$ cat config.mk
export PLATFORM = sky130hd
export DESIGN_NAME = store_buffer
export DESIGN_NICKNAME = d
export VERILOG_FILES = /design/src/store_pkg.sv /design/src/bus_store_engine.sv /design/src/store_buffer.sv /design/src/store_port_arbiter.sv /design/src/write_buffer_queue.sv
export SDC_FILE = /design/constraint.sdc
export NUM_CORES = 2
export LEC_CHECK = 0
export ABC_AREA = 1
export ABC_CLOCK_PERIOD_IN_PS = 13600
export BUFFER_PORTS_ARGS = -buffer_cell sky130_fd_sc_hd__clkbuf_2
export CAP_MARGIN = 15
export CORE_MARGIN = 2
export CORE_UTILIZATION = 40
export CTS_CLUSTER_SIZE = 12
export DETAILED_ROUTE_END_ITERATION = 10
export SLEW_MARGIN = 20
export SYNTH_ARGS = -nofsm -noshare
export SYNTH_HDL_FRONTEND = slang
export SYNTH_SLANG_ARGS = --single-unit
$ cat constraint.sdc
create_clock -name clk_i -period 13.6 [get_ports clk_i]
set_input_delay 1.36 -clock clk_i [delete_from_list [all_inputs] [get_ports clk_i]]
set_output_delay 1.36 -clock clk_i [all_outputs]
set_load 0.02 [all_outputs]
$ cat src/store_pkg.sv
package store_pkg;

	// ==============================
	// widths that carry a meaning
	// ==============================

	// byte address as seen by the store path
	typedef logic [31:0] addr_t;
	// the upper 28 bits of an address name one 16-byte line
	typedef logic [27:0] line_t;
	// a single store moves up to eight bytes
	typedef logic [63:0] sdata_t;
	typedef logic [7:0] ssel_t;
	// the bus is one full line wide
	typedef logic [127:0] bdata_t;
	typedef logic [15:0] bsel_t;
	// commit tag names the issue-queue slot that owns the store
	typedef logic [3:0] tag_t;

	// one store as a port offers it and as the buffer holds it
	typedef struct packed {
		tag_t tag;
		ssel_t sel;
		addr_t addr;
		sdata_t data;
	} store_req_t;

	// fault codes reported when a store ends badly
	typedef enum logic [1:0] {
		FLT_NONE = 2'd0,
		FLT_BUS = 2'd1,
		FLT_TLB = 2'd2,
		FLT_WRV = 2'd3
	} fault_e;

	// write-back of a completed store into the data cache
	typedef struct packed {
		ssel_t sel;
		addr_t addr;
		sdata_t data;
	} cache_wr_t;

	// line number of a byte address
	function automatic line_t line_of(addr_t adr);
		return adr[31:4];
	endfunction

endpackage

$ cat src/bus_store_engine.sv
module bus_store_engine (
	input logic clk_i,
	input logic rst_i,
	input logic head_valid_i,
	input store_pkg::store_req_t head_entry_i,
	input logic bus_busy_i,
	input logic ack_i,
	input logic err_i,
	input logic tlbmiss_i,
	input logic wrv_i,
	output logic pop_o,
	output logic flush_o,
	output logic cyc_o,
	output logic stb_o,
	output logic we_o,
	output store_pkg::bsel_t sel_o,
	output store_pkg::addr_t adr_o,
	output store_pkg::bdata_t dat_o,
	output logic update_o,
	output store_pkg::tag_t commit_tag_o,
	output logic cwr_o,
	output store_pkg::cache_wr_t cache_wr_o,
	output store_pkg::fault_e fault_o
);
	import store_pkg::*;

	typedef enum logic [1:0] {
		IDLE = 2'd0,
		BEAT1 = 2'd1,
		GAP = 2'd2,
		BEAT2 = 2'd3
	} state_e;

	state_e state_q;

	// select and data placed at their byte lanes over two lines
	logic [31:0] sel_wide;
	logic [255:0] dat_wide;
	logic [31:0] sel_shift;
	logic [255:0] dat_shift;

	logic start;
	logic resp;
	logic bad;
	logic finish;
	fault_e flt_code;

	// the head entry stays put until our own pop or flush reaches the queue
	// so it is read directly while the store is in flight
	assign sel_wide = {24'd0, head_entry_i.sel} << head_entry_i.addr[3:0];
	assign dat_wide = {192'd0, head_entry_i.data} << {head_entry_i.addr[3:0], 3'b000};

	// do not restart while a pop or flush is still on its way to the queue,
	// and let a lingering ack from the last beat fall first
	assign start = (state_q == IDLE) && head_valid_i && !pop_o && !flush_o
		&& !bus_busy_i && !ack_i;

	// any of these ends the current beat
	assign resp = ack_i || err_i || tlbmiss_i || wrv_i;
	assign bad = err_i || tlbmiss_i || wrv_i;

	// a store ends on the final beat or on the first error
	assign finish = resp && ((state_q == BEAT2)
		|| (state_q == BEAT1 && (bad || sel_shift[31:16] == 16'h0000)));

	// tlb miss wins over write violation which wins over bus error
	assign flt_code = tlbmiss_i ? FLT_TLB : wrv_i ? FLT_WRV : FLT_BUS;

	// ==============================
	// bus sequencing
	// ==============================

	always_ff @(posedge clk_i) begin
		if (rst_i) begin
			state_q <= IDLE;
			cyc_o <= 1'b0;
			stb_o <= 1'b0;
			we_o <= 1'b0;
			sel_o <= '0;
			update_o <= 1'b0;
			pop_o <= 1'b0;
			flush_o <= 1'b0;
			cwr_o <= 1'b0;
			fault_o <= FLT_NONE;
		end else begin
			// completion strobes last a single cycle
			update_o <= 1'b0;
			pop_o <= 1'b0;
			flush_o <= 1'b0;
			cwr_o <= 1'b0;
			case (state_q)
				IDLE: begin
					if (start) begin
						state_q <= BEAT1;
						cyc_o <= 1'b1;
						stb_o <= 1'b1;
						we_o <= 1'b1;
						sel_o <= sel_wide[15:0];
					end
				end
				BEAT1: begin
					if (resp) begin
						stb_o <= 1'b0;
						if (!finish) begin
							state_q <= GAP;
						end
					end
				end
				GAP: begin
					// the slave must drop ack before the second strobe
					if (!ack_i) begin
						state_q <= BEAT2;
						stb_o <= 1'b1;
						sel_o <= sel_shift[31:16];
					end
				end
				default: begin
				end
			endcase
			if (finish) begin
				state_q <= IDLE;
				cyc_o <= 1'b0;
				stb_o <= 1'b0;
				we_o <= 1'b0;
				sel_o <= '0;
				update_o <= 1'b1;
				if (bad) begin
					// the whole buffer goes and the arbiter stops accepting
					flush_o <= 1'b1;
					fault_o <= flt_code;
				end else begin
					pop_o <= 1'b1;
					cwr_o <= 1'b1;
				end
			end
		end
	end

	// ==============================
	// beat payload and results
	// ==============================

	always_ff @(posedge clk_i) begin
		if (start) begin
			sel_shift <= sel_wide;
			dat_shift <= dat_wide;
			// beat one always goes to the line holding the first byte
			adr_o <= {line_of(head_entry_i.addr), 4'h0};
			dat_o <= dat_wide[127:0];
		end
		if (state_q == GAP && !ack_i) begin
			// beat two carries the spill into the next line
			adr_o <= {adr_o[31:4] + 28'd1, 4'h0};
			dat_o <= dat_shift[255:128];
		end
		if (finish) begin
			commit_tag_o <= head_entry_i.tag;
			cache_wr_o <= '{sel: head_entry_i.sel, addr: head_entry_i.addr,
				data: head_entry_i.data};
		end
	end

endmodule

$ cat src/store_buffer.sv
module store_buffer #(
	parameter int DEPTH = 7
) (
	input logic clk_i,
	input logic rst_i,
	// store ports from the issue stage
	input logic p0_wr_i,
	input store_pkg::store_req_t p0_req_i,
	output logic p0_ack_o,
	input logic p1_wr_i,
	input store_pkg::store_req_t p1_req_i,
	output logic p1_ack_o,
	// load hit queries
	input store_pkg::addr_t p0_adr_i,
	input store_pkg::addr_t p1_adr_i,
	output logic p0_hit_o,
	output logic p1_hit_o,
	input logic wb_en_i,
	// bus master side
	input logic bus_busy_i,
	output logic cyc_o,
	output logic stb_o,
	output logic we_o,
	output store_pkg::bsel_t sel_o,
	output store_pkg::addr_t adr_o,
	output store_pkg::bdata_t dat_o,
	input logic ack_i,
	input logic err_i,
	input logic tlbmiss_i,
	input logic wrv_i,
	// completion reports
	output logic update_o,
	output store_pkg::tag_t commit_tag_o,
	output logic cwr_o,
	output store_pkg::cache_wr_t cache_wr_o,
	output store_pkg::fault_e fault_o
);
	import store_pkg::*;

	logic push;
	store_req_t push_entry;
	logic full;
	logic head_valid;
	store_req_t head_entry;
	logic pop;
	// one fault flush clears the queue and the arbiter's enable
	logic flush;

	store_port_arbiter u_arbiter (
		.clk_i(clk_i),
		.rst_i(rst_i),
		.p0_wr_i(p0_wr_i),
		.p0_req_i(p0_req_i),
		.p1_wr_i(p1_wr_i),
		.p1_req_i(p1_req_i),
		.full_i(full),
		.flush_i(flush),
		.wb_en_i(wb_en_i),
		.p0_ack_o(p0_ack_o),
		.p1_ack_o(p1_ack_o),
		.push_o(push),
		.push_entry_o(push_entry)
	);

	write_buffer_queue #(
		.DEPTH(DEPTH)
	) u_queue (
		.clk_i(clk_i),
		.rst_i(rst_i),
		.push_i(push),
		.push_entry_i(push_entry),
		.pop_i(pop),
		.flush_i(flush),
		.p0_adr_i(p0_adr_i),
		.p1_adr_i(p1_adr_i),
		.full_o(full),
		.head_valid_o(head_valid),
		.head_entry_o(head_entry),
		.p0_hit_o(p0_hit_o),
		.p1_hit_o(p1_hit_o)
	);

	bus_store_engine u_engine (
		.clk_i(clk_i),
		.rst_i(rst_i),
		.head_valid_i(head_valid),
		.head_entry_i(head_entry),
		.bus_busy_i(bus_busy_i),
		.ack_i(ack_i),
		.err_i(err_i),
		.tlbmiss_i(tlbmiss_i),
		.wrv_i(wrv_i),
		.pop_o(pop),
		.flush_o(flush),
		.cyc_o(cyc_o),
		.stb_o(stb_o),
		.we_o(we_o),
		.sel_o(sel_o),
		.adr_o(adr_o),
		.dat_o(dat_o),
		.update_o(update_o),
		.commit_tag_o(commit_tag_o),
		.cwr_o(cwr_o),
		.cache_wr_o(cache_wr_o),
		.fault_o(fault_o)
	);

endmodule

$ cat src/store_port_arbiter.sv
module store_port_arbiter (
	input logic clk_i,
	input logic rst_i,
	input logic p0_wr_i,
	input store_pkg::store_req_t p0_req_i,
	input logic p1_wr_i,
	input store_pkg::store_req_t p1_req_i,
	input logic full_i,
	input logic flush_i,
	input logic wb_en_i,
	output logic p0_ack_o,
	output logic p1_ack_o,
	output logic push_o,
	output store_pkg::store_req_t push_entry_o
);
	import store_pkg::*;

	// store acceptance flag, dropped by a fault and raised again by wb_en_i
	logic wb_en;
	logic p0_take;
	logic p1_take;
	logic accept;

	// a port whose ack is high right now has already been taken
	// and must not be captured a second time
	assign p0_take = p0_wr_i && !p0_ack_o;
	assign p1_take = p1_wr_i && !p1_ack_o;

	// full_i does not yet count a push that is still on its way into the queue
	// so nothing is taken while push_o is high
	// a flush in this cycle would also throw away whatever we push next
	assign accept = (p0_take || p1_take) && wb_en && !full_i && !push_o && !flush_i;

	// ==============================
	// control state
	// ==============================

	always_ff @(posedge clk_i) begin
		if (rst_i) begin
			wb_en <= 1'b1;
			p0_ack_o <= 1'b0;
			p1_ack_o <= 1'b0;
			push_o <= 1'b0;
		end else begin
			// the fault flush takes precedence over a re-enable in the same cycle
			if (flush_i) begin
				wb_en <= 1'b0;
			end else if (wb_en_i) begin
				wb_en <= 1'b1;
			end
			// p0 has fixed priority over p1
			p0_ack_o <= accept && p0_take;
			p1_ack_o <= accept && !p0_take;
			push_o <= accept;
		end
	end

	// ==============================
	// push payload
	// ==============================

	// only meaningful while push_o is high
	always_ff @(posedge clk_i) begin
		if (accept) begin
			push_entry_o <= p0_take ? p0_req_i : p1_req_i;
		end
	end

endmodule

$ cat src/write_buffer_queue.sv
module write_buffer_queue #(
	parameter int DEPTH = 7
) (
	input logic clk_i,
	input logic rst_i,
	input logic push_i,
	input store_pkg::store_req_t push_entry_i,
	input logic pop_i,
	input logic flush_i,
	input store_pkg::addr_t p0_adr_i,
	input store_pkg::addr_t p1_adr_i,
	output logic full_o,
	output logic head_valid_o,
	output store_pkg::store_req_t head_entry_o,
	output logic p0_hit_o,
	output logic p1_hit_o
);
	import store_pkg::*;

	// the count runs from 0 up to DEPTH inclusive
	localparam int CW = $clog2(DEPTH + 1);

	store_req_t entry_q [DEPTH];
	logic [DEPTH-1:0] valid_q;
	logic [CW-1:0] count_q;
	logic [CW-1:0] count_d;
	logic [CW-1:0] wr_idx;

	// ==============================
	// fill level
	// ==============================

	// a push and a pop together leave the count where it is
	always_comb begin
		count_d = count_q;
		if (push_i && !pop_i) begin
			count_d = count_q + 1'b1;
		end else if (pop_i && !push_i) begin
			count_d = count_q - 1'b1;
		end
	end

	// the new entry lands behind the last valid one
	// when the queue shifts in the same cycle that slot moves down by one
	assign wr_idx = pop_i ? count_q - 1'b1 : count_q;

	always_ff @(posedge clk_i) begin
		if (rst_i) begin
			count_q <= '0;
			valid_q <= '0;
		end else if (flush_i) begin
			// a fault drops every pending store, including one pushed right now
			count_q <= '0;
			valid_q <= '0;
		end else begin
			count_q <= count_d;
			// valid bits always form a run from the head up to the count
			for (int i = 0; i < DEPTH; i++) begin
				valid_q[i] <= (CW'(i) < count_d);
			end
		end
	end

	// ==============================
	// entry storage
	// ==============================

	// entries move toward the head on a pop
	// the push write comes second so it overrides the shifted value in its slot
	always_ff @(posedge clk_i) begin
		if (pop_i) begin
			for (int i = 0; i < DEPTH - 1; i++) begin
				entry_q[i] <= entry_q[i + 1];
			end
		end
		if (push_i) begin
			entry_q[wr_idx] <= push_entry_i;
		end
	end

	assign full_o = (count_q == CW'(DEPTH));
	assign head_valid_o = valid_q[0];
	assign head_entry_o = entry_q[0];

	// ==============================
	// load hit detection
	// ==============================

	// a load to any line that still has a buffered store must wait
	// until the buffer has written that store out
	// the head stays valid until its pop, so a store on the bus still hits
	always_comb begin
		p0_hit_o = 1'b0;
		p1_hit_o = 1'b0;
		for (int i = 0; i < DEPTH; i++) begin
			if (valid_q[i] && line_of(entry_q[i].addr) == line_of(p0_adr_i)) begin
				p0_hit_o = 1'b1;
			end
			if (valid_q[i] && line_of(entry_q[i].addr) == line_of(p1_adr_i)) begin
				p1_hit_o = 1'b1;
			end
		end
	end

endmodule

==> results by group <==
Power
  – Leakage: 27.08 nW
  – Cell Pwr Density: 170.6 mW/mm²
  – Flop pwr share: 47.2%
  – Sw power: 3.802 mW
  – Gate power share: 20.8%
  – Maximum VDD drop: approximately 110 µV
  – Clk pwr share: 32.0%
  – Cell-internal power: 7.437 mW
  – Switching Fraction: 33.83%

Clock tree
  – Longest Clk Path Bufs: 3
  – CTS Buf Count: 136
  – CTS tree: built
  – CTS Sinks: 1229
  – Clk pin slew, worst setup/hold paths: 0.06 ns
  – Skew-Pair Late Insertion Delay: roughly 0.8 ns
  – Post-CTS Resized: 0
  – Setup bufs post-CTS: 0
  – # hold bufs at CTS: 0
  – CTS Root Cell: clkbuf_16
  – H-tree levels: 4

STA
  – RSZ-0062 raised after global routing: no
  – Max Clk Rate: 193.3 MHz
  – Setup violators final: 0
  – Final worst path period need: slightly above 5 ns
  – Fin. max-slew vios: 0
  – Final Skew: 0.04146 ns
  – Max-slew headroom: between 20 and 30%
  – Slew @ Worst Pin: 1.087 ns
  – Hold Fails Final Rpt: 0
  – Min setup slack post-route: 8.427 ns
  – Setup_tns: 0 ns
  – Tightest hold margin: 0.3940 ns
  – Final critical-path share of the clock period: 38.04%

Synthesis
  – Synth Instances: 5888
  – Number of enable flip-flop cells after synthesis: roughly 1200
  – Synth top area share: 62.09%
  – Most instantiated library cell after synthesis: nand2_1
  – Register area share after synthesis: 63.41%
  – Yosys cell types: 44
  – Post-synth top flop: edfxtp_1
  – Cell Area, Synth: approximately 0.058 mm²
  – Post-Syn Area per Cell: 9.782 µm²
  – Cell taking the most area after synthesis: edfxtp_1
  – Ranking of synthesized cells by area: edfxtp_1 (62%), nand2_1 (14%), o21ai_0 (5.2%)
  – Synthesis warning total: 0
  – Synth Register Bits: 1229
  – Post-synth top cells: nand2_1 (2124), edfxtp_1 (1191), o21ai_0 (603)
  – Share of flip-flops with an asynchronous set or reset: 0%

Die
  – Die area: 0.1470 mm²
  – Chip Height: 383.5 µm
  – Rows: about 140
  – Starting density of the core: 40.19%
  – Horiz. Die Dim: 383.5 µm
  – Core Footprint: 0.1433 mm²
  – Ports: 585

Cells and area
  – Share of cells above drive strength 1: 14.21%
  – Fillers: 13610
  – Core Util, Final: between 40% and 50%
  – Synth-to-layout area growth: 14.36%
  – Final layout net count: 6626
  – Layout Cells excl Fill: 8334

Placed design
  – Port bufs: between 500 and 600
  – DPL Wire Length: 149.5 mm
  – Placed cell count: 8089
  – Place WS: approximately 8.5 ns
  – GPL Wtd Cong: around 1

Worst setup path
  – Setup CP Type: input pin to output port
  – FF-to-FF Start: u_queue.count_q[0]$_SDFF_PP0_
  – Worst Path Max Fanout: 8
  – Req. time, crit path: approximately 12 ns
  – R2R setup slack: roughly 9.5 ns
  – Crit. End Element: output port
  – Worst reg2reg path endpoint: u_queue.entry_q[2][107]$_DFFE_PP_
  – Setup crit start kind: input pin
  – Register-to-Register Path Depth: 8
  – Critical path data arrival time: 3.81 ns

GRT
  – Initial antenna violation count: 16
  – Global-route wire length before repair: 286.3 mm
  – Vias in the first global route: between 30000 and 40000
  – Largest net degree at the start of global routing: 217
  – Gr usage total: 27.21%
  – Global route overflow: 0

Run status
  – Status: finished, final reports clean

Worst hold path
  – Hold EP: u_engine.commit_tag_o[1]$_DFFE_PP_
  – Beginning of the worst hold path: u_queue.entry_q[0][105]$_DFFE_PP_
  – Class of the worst hold path: flip-flop to flip-flop
  – Number of cells on the worst hold path: 0

Drt
  – DRT iter0 DRCs: 5415
  – DR vias/cell: approximately 5.3
  – # DRC: 0
  – Vias post-DR: 43930
  – Total Routed Length: a little over 200 mm
  – Avg WL per Cell: approximately 25 µm
  – Post-route ant nets: 0
  – First-pass iteration count of the detailed router: 6

Run
  – Max-cap viol count: 0
-- registers in the layout, indices dropped and copies added, names as in the netlist, 4 cells and up --
| register | cells |
|---|---|
| u_queue.entry_q | 756 |
| u_engine.commit_tag_o | 4 |
| u_engine.cache_wr_o | 104 |
| u_arbiter.push_entry_o | 108 |
| u_queue.valid_q | 7 |
| u_engine.dat_shift | 56 |
| u_engine.dat_o | 128 |
| u_engine.sel_shift | 7 |
| u_engine.sel_o | 16 |
| u_engine.adr_o | 28 |
-- critical path: stages --
cell and delay, ns:
clkbuf_2 0.45, inv_1 0.50, nand2_1 0.16, o21ai_0 0.13
nor2_1 0.33, nand2_1 0.14, nor2_1 0.17, nand2_1 0.10
nor2_1 0.09, nor2_1 0.05, nand2_1 0.13, clkbuf_2 0.20
-- placed cells by master, fill, tap and decap left out, types with 4 or more instances in the layout --
cell       count
nand2_1     2115
edfxtp_1    1191
o21ai_0      603
clkbuf_2     572
inv_1        447
nor2_1       322
o21ai_1      283
clkbuf_16    138
nand3_1      102
xnor2_1      101
o22ai_1       65
o21ai_2       61
a21oi_1       55
nand4_1       55
clkbuf_1      38
dfxtp_1       38
buf_4         34
xor2_1        30
or2_2         23
clkinv_1      20
clkinv_2      15
ha_1          10
clkinv_16     10
nor3_1         9
inv_2          8
nand2_4        8
mux2i_1        8
inv_6          6
diode_2        5
nor2_4         5
clkbuf_8       5
nand3_4        4
o211ai_1       4
conb_1         4
bufinv_16      4
-- final cells by class --
type	count	area (µm²)	share of cell area, %
sequential	1229	36530	55.45
multi-input combinational	3889	17680	26.84
clock buffer	181	3665	5.564
timing repair buffer	609	3193	4.848
tap	1903	2381	3.615
inverter	461	1747	2.652
clock inverter	57	666.9	1.012
antenna	5	12.51	0.01900
-- worst max-delay path by stage --
stage | start | end | slack [ns] | cells past startpoint
2_1_floorplan | u_queue.count_q[0]$_SDFF_PP0_ | u_queue.entry_q[6][0]$_DFFE_PP_ | 1.34 | 7
3_3_place_gp | p0_adr_i[7] | p0_hit_o | 8.47 | 12
3_5_place_dp | p0_adr_i[7] | p0_hit_o | 8.52 | 12
4_1_cts | p0_adr_i[7] | p0_hit_o | 8.51 | 12
5_1_grt | p0_adr_i[7] | p0_hit_o | 8.42 | 12
6_report | p0_adr_i[7] | p0_hit_o | 8.43 | 12
-- layer usage --
layer  share of wire [%]  GRT usage, %  wire length [µm]
met1                  44         39.81             90970
met2                  44         41.59             90760
met3                 7.8         3.655             15930
met4                 3.4         9.310              6855
met5                   0             0                 0
-- cell families (layout without fill, tap and decap cells) --
family          count (synthesis)  after routing  share of synthesized area [%]
mux                             8              8                         0.1390
flops                        1229           1229                          63.41
other cells                     1              9                       0.006511
xor+xnor                      132            132                          2.040
fa+ha+maj                      10             10                         0.2172
compound gates               1080           1080                          10.01
simple gates                 2655           2655                          18.09
buf+inv                       773           1308                          6.089
-- power by group through the flow --
| stage | sequential [mW] | clock, mW | combinational [mW] |
|---|---|---|---|
| after floorplan | 5.35 | 0 | 1.33 |
| after global placement | 5.38 | 0 | 2.29 |
| after detailed placement | 5.38 | 0 | 2.32 |
| after CTS | 5.31 | 3.66 | 2.33 |
| after global routing | 5.33 | 3.80 | 2.57 |
| final | 5.31 | 3.59 | 2.34 |
-- stage by stage --
stage / total power, mW / cell area [µm²]
after floorplan: 6.682 / 57610
after global placement: 7.662 / 61470
after detailed placement: 7.702 / 61470
after CTS: 11.29 / 65800
after global routing: 11.70 / 65860
final: 11.24 / 65870
(Power assumes the default switching activity.)
